===== src/common/tally_pkg.sv =====
`default_nettype none

package tally_pkg;

    // one vote per core per round
    // only -1, 0 and +1 are ever produced
    typedef logic signed [1:0] vote_t;

    localparam vote_t vote_pos  = 2'sb01;
    localparam vote_t vote_neg  = 2'sb11;
    localparam vote_t vote_none = 2'sb00;

    // host bus geometry
    localparam int wb_data_width = 32;
    // word address, four registers
    localparam int wb_addr_width = 2;

    // register map, word offsets

    // write only, written word carries the per-core results
    localparam logic [wb_addr_width-1:0] reg_round = 2'd0;

    // read/write participation mask, bit k enables core k
    localparam logic [wb_addr_width-1:0] reg_mask = 2'd1;

    // read only, accumulator sign-extended to the bus width
    localparam logic [wb_addr_width-1:0] reg_sum = 2'd2;

    // read gives busy in bit 0 and sign in bit 1
    // write with bit 0 set clears the accumulator
    localparam logic [wb_addr_width-1:0] reg_status = 2'd3;

    // status bit positions
    localparam int status_busy_bit  = 0;
    localparam int status_sign_bit  = 1;
    localparam int status_clear_bit = 0;

endpackage

`default_nettype wire


===== src/vote_counter/vote_selector.sv =====
`timescale 1ns/1ns
`default_nettype none

module vote_selector
    import tally_pkg::*;
(
    input  logic  clk,
    // core stored a result this cycle
    input  logic  store_bit,
    // the result bit itself
    input  logic  core_result_bit,
    // registered vote for this core
    output vote_t sel_bit
);

    vote_t vote_next;

    // +1 for a high result, -1 for a low one
    // no store means no vote
    always_comb begin
        if (store_bit) begin
            if (core_result_bit) begin
                vote_next = vote_pos;
            end else begin
                vote_next = vote_neg;
            end
        end else begin
            vote_next = vote_none;
        end
    end

    // first pipeline stage
    // only summed under the delayed store flag
    always_ff @(posedge clk) begin
        sel_bit <= vote_next;
    end

endmodule

`default_nettype wire


===== src/vote_counter/vote_counter.sv =====
`timescale 1ns/1ns
`default_nettype none

module vote_counter
    import tally_pkg::*;
#(
    // number of cores reporting, 1 to 32
    parameter int core_count = 16,
    // accumulator width, up to the bus width
    parameter int acc_width  = 30
) (
    input  logic                        clk,
    input  logic                        rst,
    // one-cycle accumulator clear
    input  logic                        clear,
    // per-core store strobes
    input  logic [core_count-1:0]       store,
    // per-core result bits
    input  logic [core_count-1:0]       core_result,
    // running signed tally
    output logic signed [acc_width-1:0] sum,
    // some round still in the pipeline
    output logic                        busy,
    // decision, high when the tally is negative
    output logic                        sign_bit
);

    // round total must hold -core_count .. +core_count
    localparam int total_width = $clog2(core_count + 1) + 1;

    // stage 1, one vote per core
    vote_t votes [core_count];

    // round tracking flags, matched to the data stages
    logic store_any;
    logic store_d1;
    logic store_d2;

    // stage 2, all votes of one round added up
    logic signed [total_width-1:0] vote_sum;
    logic signed [total_width-1:0] round_total;

    // stage 3, the running tally
    logic signed [acc_width-1:0] acc;
    logic signed [acc_width-1:0] acc_base;
    logic signed [acc_width-1:0] acc_add;

    // one selector per core
    for (genvar k = 0; k < core_count; k++) begin : g_sel
        vote_selector u_sel (
            .clk             (clk),
            .store_bit       (store[k]),
            .core_result_bit (core_result[k]),
            .sel_bit         (votes[k])
        );
    end

    // any core storing starts a round
    // cores need not store together
    assign store_any = |store;

    // flag follows the votes through the adder stage
    always_ff @(posedge clk) begin
        if (rst) begin
            store_d1 <= 1'b0;
            store_d2 <= 1'b0;
        end else begin
            store_d1 <= store_any;
            store_d2 <= store_d1;
        end
    end

    // adder tree over all votes
    // each vote sign-extended before the add
    always_comb begin
        vote_sum = '0;
        for (int k = 0; k < core_count; k++) begin
            vote_sum = vote_sum + total_width'(votes[k]);
        end
    end

    // round total register
    // consumed only while store_d2 is set
    always_ff @(posedge clk) begin
        round_total <= vote_sum;
    end

    // clear drops the old tally
    // a round landing on the same edge survives the clear
    assign acc_base = clear ? '0 : acc;
    assign acc_add  = store_d2 ? acc_width'(round_total) : '0;

    // separate adder and accumulator stages
    // so back-to-back rounds are all taken
    always_ff @(posedge clk) begin
        if (rst) begin
            acc <= '0;
        end else if (clear || store_d2) begin
            acc <= acc_base + acc_add;
        end
    end

    assign sum = acc;

    // top bit gives the decision
    assign sign_bit = acc[acc_width-1];

    // low again once the last round is in the tally
    assign busy = store_any | store_d1 | store_d2;

endmodule

`default_nettype wire


===== src/hdl/wb_tally_regs.sv =====
`timescale 1ns/1ns
`default_nettype none

module wb_tally_regs
    import tally_pkg::*;
#(
    // number of cores, sets mask and result width
    parameter int core_count = 16,
    // width of the tally read back
    parameter int acc_width  = 30
) (
    input  logic                        clk,
    input  logic                        rst,

    // wishbone classic slave
    input  logic                        wb_cyc,
    input  logic                        wb_stb,
    input  logic                        wb_we,
    input  logic [wb_addr_width-1:0]    wb_adr,
    input  logic [wb_data_width-1:0]    wb_dat_w,
    output logic [wb_data_width-1:0]    wb_dat_r,
    output logic                        wb_ack,

    // from the counter
    input  logic signed [acc_width-1:0] sum,
    input  logic                        busy,
    input  logic                        sign_bit,

    // to the counter
    output logic [core_count-1:0]       store,
    output logic [core_count-1:0]       core_result,
    output logic                        clear
);

    // participation mask
    logic [core_count-1:0] mask;

    // transaction decode
    logic accept;
    logic wr_round;
    logic wr_mask;
    logic wr_clear;

    // read data before the output register
    logic [wb_data_width-1:0] rd_word;

    // new request, ack not yet given
    // ack low for a cycle between transactions
    assign accept = wb_cyc && wb_stb && !wb_ack;

    assign wr_round = accept && wb_we && (wb_adr == reg_round);
    assign wr_mask  = accept && wb_we && (wb_adr == reg_mask);
    assign wr_clear = accept && wb_we && (wb_adr == reg_status)
                      && wb_dat_w[status_clear_bit];

    // single-cycle ack on the edge after the strobe
    always_ff @(posedge clk) begin
        if (rst) begin
            wb_ack <= 1'b0;
        end else begin
            wb_ack <= accept;
        end
    end

    // all cores take part after reset
    always_ff @(posedge clk) begin
        if (rst) begin
            mask <= '1;
        end else if (wr_mask) begin
            mask <= wb_dat_w[core_count-1:0];
        end
    end

    // round and clear pulses
    // both line up with the ack cycle
    always_ff @(posedge clk) begin
        if (rst) begin
            store <= '0;
            clear <= 1'b0;
        end else begin
            // masked cores see no store at all
            store <= wr_round ? mask : '0;
            clear <= wr_clear;
        end
    end

    // result word, upper bits beyond core_count dropped
    always_ff @(posedge clk) begin
        if (wr_round) begin
            core_result <= wb_dat_w[core_count-1:0];
        end
    end

    // readback mux
    always_comb begin
        case (wb_adr)
            reg_mask: begin
                // zero-extended
                rd_word = wb_data_width'(mask);
            end
            reg_sum: begin
                // signed source, so this sign-extends
                rd_word = wb_data_width'(sum);
            end
            reg_status: begin
                rd_word = '0;
                rd_word[status_busy_bit] = busy;
                rd_word[status_sign_bit] = sign_bit;
            end
            default: begin
                // round register reads as zero
                rd_word = '0;
            end
        endcase
    end

    // read data captured with the ack
    // valid only while wb_ack is high
    always_ff @(posedge clk) begin
        if (accept) begin
            wb_dat_r <= rd_word;
        end
    end

endmodule

`default_nettype wire


===== src/hdl/tally_top.sv =====
`timescale 1ns/1ns
`default_nettype none

module tally_top
    import tally_pkg::*;
#(
    // cores in the array, 1 to 32
    parameter int core_count = 16,
    // tally width, at most the bus width
    parameter int acc_width  = 30
) (
    input  logic                     clk,
    input  logic                     rst,

    // host bus
    input  logic                     wb_cyc,
    input  logic                     wb_stb,
    input  logic                     wb_we,
    input  logic [wb_addr_width-1:0] wb_adr,
    input  logic [wb_data_width-1:0] wb_dat_w,
    output logic [wb_data_width-1:0] wb_dat_r,
    output logic                     wb_ack,

    // decision, for direct use outside the bus
    output logic                     sign_bit
);

    // register block to counter
    logic [core_count-1:0] store;
    logic [core_count-1:0] core_result;
    logic                  clear;

    // counter back to register block
    logic signed [acc_width-1:0] sum;
    logic                        busy;

    // host side, stands in for the core array
    wb_tally_regs #(
        .core_count (core_count),
        .acc_width  (acc_width)
    ) u_regs (
        .clk         (clk),
        .rst         (rst),
        .wb_cyc      (wb_cyc),
        .wb_stb      (wb_stb),
        .wb_we       (wb_we),
        .wb_adr      (wb_adr),
        .wb_dat_w    (wb_dat_w),
        .wb_dat_r    (wb_dat_r),
        .wb_ack      (wb_ack),
        .sum         (sum),
        .busy        (busy),
        .sign_bit    (sign_bit),
        .store       (store),
        .core_result (core_result),
        .clear       (clear)
    );

    // three-stage vote pipeline
    vote_counter #(
        .core_count (core_count),
        .acc_width  (acc_width)
    ) u_counter (
        .clk         (clk),
        .rst         (rst),
        .clear       (clear),
        .store       (store),
        .core_result (core_result),
        .sum         (sum),
        .busy        (busy),
        .sign_bit    (sign_bit)
    );

endmodule

`default_nettype wire


===== config.mk =====
export PLATFORM = sky130hd
export DESIGN_NAME = tally_top
export DESIGN_NICKNAME = d
export VERILOG_FILES = /design/src/common/tally_pkg.sv /design/src/vote_counter/vote_selector.sv /design/src/vote_counter/vote_counter.sv /design/src/hdl/wb_tally_regs.sv /design/src/hdl/tally_top.sv
export SDC_FILE = /design/constraint.sdc
export NUM_CORES = 1
export LEC_CHECK = 0
export BUFFER_PORTS_ARGS = -buffer_cell sky130_fd_sc_hd__buf_2
export CORE_ASPECT_RATIO = 1.25
export CORE_MARGIN = 2
export CORE_UTILIZATION = 60
export DETAILED_ROUTE_END_ITERATION = 8
export PLACE_DENSITY = 0.9
export SLEW_MARGIN = 20
export SYNTH_ARGS = -nofsm -noshare
export SYNTH_HDL_FRONTEND = slang
export SYNTH_SLANG_ARGS = --single-unit

===== constraint.sdc =====
create_clock -name clk -period 9.6 [get_ports clk]
set_input_delay 0.96 -clock clk [delete_from_list [all_inputs] [get_ports clk]]
set_output_delay 0.96 -clock clk [all_outputs]
set_load 0.005 [all_outputs]

Word level (Yosys, flattened, before mapping)
Cells that the tools add are included.
{"block": "word_totals", "elab_cells": 79, "ff_bits": 152, "input_bits": 39}
{"block": "op_classes", "n_reduce_logical": 12, "n_eq_ne": 3, "n_bitwise": 3, "n_addsub": 16, "muxes": 19}
{"cell": "32-bit one-hot mux with 3 select lines", "n": 1}
{"cell": "6-bit by 2-bit adder with 6-bit output", "n": 13}
{"cell": "30-bit 2-to-1 mux", "n": 2}
{"cell": "2-bit 2-to-1 mux", "n": 16}
{"cell": "30-bit adder", "n": 1}
{"cell": "16-bit OR reduction", "n": 1}
{"cell": "1-bit logical AND", "n": 7}
{"cell": "3-bit by 2-bit adder with 4-bit output", "n": 1}
{"cell": "2-bit equality test (second input constant)", "n": 2}
{"cell": "2-bit by 2-bit adder with 3-bit output", "n": 1}
{"cell": "2-bit by 1-bit equality test with 1-bit output (second input constant)", "n": 1}
{"cell": "2-bit logical NOT", "n": 1}
{"cell": "1-bit OR", "n": 2}
{"cell": "2-bit OR reduction", "n": 1}
{"cell": "1-bit logical NOT", "n": 1}
{"cell": "1-bit logical OR", "n": 1}
{"cell": "1-bit NOT", "n": 1}

Logic depth before layout (Yosys ltp)
{"block": "logic_depth", "depth_word": 15, "ltp_mapped": 17, "ltp_nobuf": 17}

Cells and area by module
Synthesis repeated with hierarchy kept, for this count alone.
{"block": "hier_totals", "hier_cells": 771, "area_unflattened_um2": 8060.2}
{"mod": "vote_counter", "instances": 1, "cells_each": 537, "area_per_inst_um2": 4354.2, "seq_area_each_um2": 760.7}
{"mod": "wb_tally_regs", "instances": 1, "cells_each": 186, "area_per_inst_um2": 2845.2, "seq_area_each_um2": 2062.0}
{"mod": "vote_selector", "instances": 16, "cells_each": 3, "area_per_inst_um2": 53.8, "seq_area_each_um2": 40.0}

Worst setup path after synthesis
No wires, ideal clock.
{"block": "synth_timing", "kind": "register -> register", "from": "reg u_counter.g_sel[15].u_sel.sel_bit[1]", "to": "reg u_counter.round_total[5]", "setup_ps": 121, "setup_slack_ps": 4986, "period_less_slack_ps": 4614, "path_stages_with_launch": 15, "path_buffers": 0, "arrival_time_ps": 4493, "required_time_ps": 9479, "cell_sequence": "dfxtp_1 > fa_1 > inv_1 > fa_1 > inv_1 > fa_1 > fa_1 > inv_1 > fa_1 > fa_1 > fa_1 > inv_1 > a21o_1 > a21oi_1 > xnor2_1"}
{"block": "synth_via", "elab_chain_len": 1}
{"item": "start, declared", "line": "vote_selector.sv:13", "text": "output vote_t sel_bit"}
{"item": "start signal, assigned", "line": "vote_selector.sv:35", "text": "sel_bit <= vote_next;"}
{"item": "6-bit by 2-bit adder with 6-bit output", "line": "vote_counter.sv:78", "text": "vote_sum = vote_sum + total_width'(votes[k]);"}
{"item": "via u_counter.vote_sum[5]", "line": "vote_counter.sv:40", "text": "logic signed [total_width-1:0] vote_sum;"}
{"item": "end signal, assigned", "line": "vote_counter.sv:85", "text": "round_total <= vote_sum;"}
{"item": "end, declared", "line": "vote_counter.sv:41", "text": "logic signed [total_width-1:0] round_total;"}
The timed path passes the listed nets, and every way through them passes these cells.
A chain may end at the register's enable or synchronous reset.

Worst setup path in the final report
Ends and elaborated chain as after synthesis.

==> flow_summary.yaml <==
outcome:
  status: "finished, final reports clean"
synthesis:
  yosysSeqAreaShare_pct: 44.7
  synth_top_area_share_pct: 26.9
  synth_top_area_cell: "dfxtp_1"
  synth_nets: 859
  muxShareOfSynthArea_pct: 0.274
  synth_area_per_cell_um2: 10.4
  synth_compound_area_share_pct: 14.6
  synth-seq-cells: 150
  yosysWarnings: 0
  async_flop_share_pct: 0
  syn_inst: 743
  syn_area_um2: 7750
  synthFlopType: "dfxtp_1"
  synth_top_family_by_area: "simple AND/OR/NAND/NOR gates"
  yosysUniqueCellTypes: 65
  yosys.area_share.simple_pct: 16.8
  synth_xor_xnor_area_share_pct: 2.94
  netlist_top_cells_area: "dfxtp_1 27%, edfxtp_1 18%, fa_1 9.0%, ha_1 6.8%, nor2b_1 5.6%"
  synth_edf_count: 46
  yosys.area_share.adder_pct: 15.8
power_and_ir_drop:
  p_leak_nw: 3.76
  finalPower_mw: 1.40
  vdd_drop_max_mv: 0.125
  power_density_nw_per_um2: 160
timing:
  finalSetupViolCount: 0
  fin_crit_ns: 4.86
  drv_slew: 0
  rsz0062_at_grt: "false"
  fmax_ghz: 0.206
  skew_ns: 0.00894
  final.setup.tns_ns: 0
  timing.final.crit_share_pct: 50.6
  slew_headroom_pct: 26.7
  setup_ws_ns: 4.74
  worstMarginPinSlew_ns: 1.10
  hold_violations: 0
place:
  dp.cells: 943
  post-dp-hpwl_um: 11300
  dp_worst_setup_slack_ns: 4.72
  port_buffers: 56
  gp_congestion: 0.865
final_layout:
  final_nets: 910
  drive_gt1_share_pct: 14.9
  final_common_cell: "dfxtp_1"
  syn2layout_area_growth_pct: 12.9
  fill_cells: 927
  layoutNonFillerInstCount: 976
  layout_common_cells: "104 x dfxtp_1, 67 x nor2b_1, 64 x inv_1"
die:
  initial_core_util_pct: 61.2
  die_x_um: 106
  die_h_um: 131
  fp.coreArea_um2: 12700
  io_pins: 73
  dieArea_um2: 13800
  row_count: 46
global_route:
  grt_pass1_wl_um: 26300
  antenna_found_initial: 0
  grt_max_degree: 55
  overflow: 0
  grt.total_usage_pct: 24.6
  grt_pass1_vias: 5573
setup_path:
  critPathCaptureType: "register"
  r2r-start: "u_counter.g_sel[15].u_sel.sel_bit[1]"
  crit_type: "register to register"
  cpMaxStageDelayCell: "fa_1"
  r2r_end: "u_counter.round_total[5]"
  cp_data_required_time_ns: 9.93
  arrival_ns: 5.19
  slowest_delay_ns: 0.59
  cp-start-kind: "register"
  critical_path.most_common_cell: "fa_1"
  regToRegSetupSlack_ns: 4.74
  crit_path_max_fanout: 2
  path_cells: "fa_1 -> inv_1 -> fa_1 -> inv_1 -> fa_1 -> fa_1 -> inv_1 -> fa_1 -> fa_1 -> fa_1 -> inv_1 -> a21o_1 -> a21oi_1 -> xnor2_1"
  r2r_cells: 14
hold_path:
  whs_endpoint: "u_counter.g_sel[12].u_sel.sel_bit[0]"
  whs_path_depth: 0
  hold_class: "register to register"
  worstHoldStart: "u_regs.store[12]"
cts:
  cts_hold_buf: 0
  cts.sinks: 150
  post-cts-setup-buffer-count: 0
  htree_levels: 4
  post_cts_resized: 0
  cts-root-buf: "clkbuf_16"
  clock_path_buffers: 2
  cts.clk_slew.worst_paths_ns: 0.06
  tritoncts: "built"
  cts_buffers: 17
  clkLatencyLatePin_ns: 0.43
route:
  drc: 0
  routed_via_density: 5.70
  dr_total_vias: 5566
  first_iter_violations: 344
  ant_nets: 0
  drt_first_pass_iters: 5
  drt-wirelength-per-cell_um: 16.8
  routed_wl_um: 16400
flow_run:
  drv_cap: 0
synthesized netlist by cell type (11+ instances only):
| master | number |
|---|---|
| nand2_1 | 51 |
| a21oi_1 | 44 |
| nor2b_1 | 69 |
| a211o_1 | 17 |
| clkbuf_1 | 22 |
| edfxtp_1 | 46 |
| a22o_1 | 17 |
| xnor2_1 | 19 |
| nand3_1 | 13 |
| dfxtp_1 | 104 |
| o21ai_0 | 16 |
| ha_1 | 42 |
| fa_1 | 35 |
| nor2_1 | 31 |
| nor3_1 | 14 |
| inv_1 | 64 |
| and2_1 | 34 |
| a21o_1 | 11 |
stage by stage:
stage	util (%)	instance area [um^2]	hold slack, ns
final	69.1	8750	0.361
after global routing	69.1	8750	0.374
after CTS	69.0	8740	0.363
after detailed placement	64.4	8160	0.352
after global placement	64.4	8150	0.349
after floorplan	-	7750	0.344
logic make-up after synthesis:
logic type,count (synthesis)
DFF,150
adders and majority gates,77
xor gates and xnor gates,26
muxes,2
buffers and inverters,93
AOI/OAI and AO/OA,152
and+or+nand+nor,243
report_power, final:
part,internal (mW),total [mW],leakage [nW],switching [mW]
sequential,0.668,0.677,1.27,0.00936
clock,0.358,0.647,0.285,0.288
combinational,0.0290,0.0742,2.20,0.0452
total,1.06,1.40,3.76,0.343
state kept, by name (all words and copies together) (netlist names):
register and flops:
u_regs.wb_ack 1, u_regs.wb_dat_r 30, u_regs.store 16, u_regs.clear 1, u_counter.sum 30, u_counter.g_sel.u_sel.sel_bit 32
u_counter.round_total 6, u_counter.store_d1 1, u_counter.store_d2 1, u_regs.core_result 16, u_regs.mask 16
layout make-up:
class | instances | area (um^2) | share of cell area (%)
inverter | 64 | 240 | 2.75
antenna | 1 | 2.50 | 0.0286
multi-input combinational | 500 | 3940 | 45.0
timing repair buffer | 61 | 318 | 3.63
tap | 168 | 210 | 2.40
clock inverter | 14 | 131 | 1.50
clock buffer | 18 | 450 | 5.15
sequential | 150 | 3460 | 39.6
worst max-delay path: cells and delay by family (launching register included):
kind / cells / cell delay [ns]
fa+ha+maj: 7 / 3.77
flops: 1 / 0.32
buf+inv: 4 / 0.30
xor+xnor: 1 / 0.21
compound gates: 2 / 0.17
how the worst max path moves through the flow:
stage | from | end | slack [ns] | depth (start not counted)
6_report | u_counter.g_sel[15].u_sel.sel_bit[1] | u_counter.round_total[5] | 4.74 | 14
4_1_cts | u_counter.g_sel[15].u_sel.sel_bit[1] | u_counter.round_total[5] | 4.70 | 14
3_3_place_gp | u_counter.g_sel[15].u_sel.sel_bit[1] | u_counter.round_total[5] | 4.78 | 14
5_1_grt | u_counter.g_sel[15].u_sel.sel_bit[1] | u_counter.round_total[5] | 4.57 | 14
3_5_place_dp | u_counter.g_sel[15].u_sel.sel_bit[1] | u_counter.round_total[5] | 4.72 | 14
2_1_floorplan | u_counter.g_sel[15].u_sel.sel_bit[1] | u_counter.round_total[5] | 4.99 | 14
layer usage:
metal / part of all wire (%) / GRT usage [%] / up-vias
met5: 0 / 0 / -
met4: 4.0 / 13.6 / 0
met3: 4.6 / 4.10 / 49
met2: 52 / 44.3 / 179
met1: 39 / 27.9 / 2674
li1: - / - / 2664
Power figures use the tool's default switching activity.
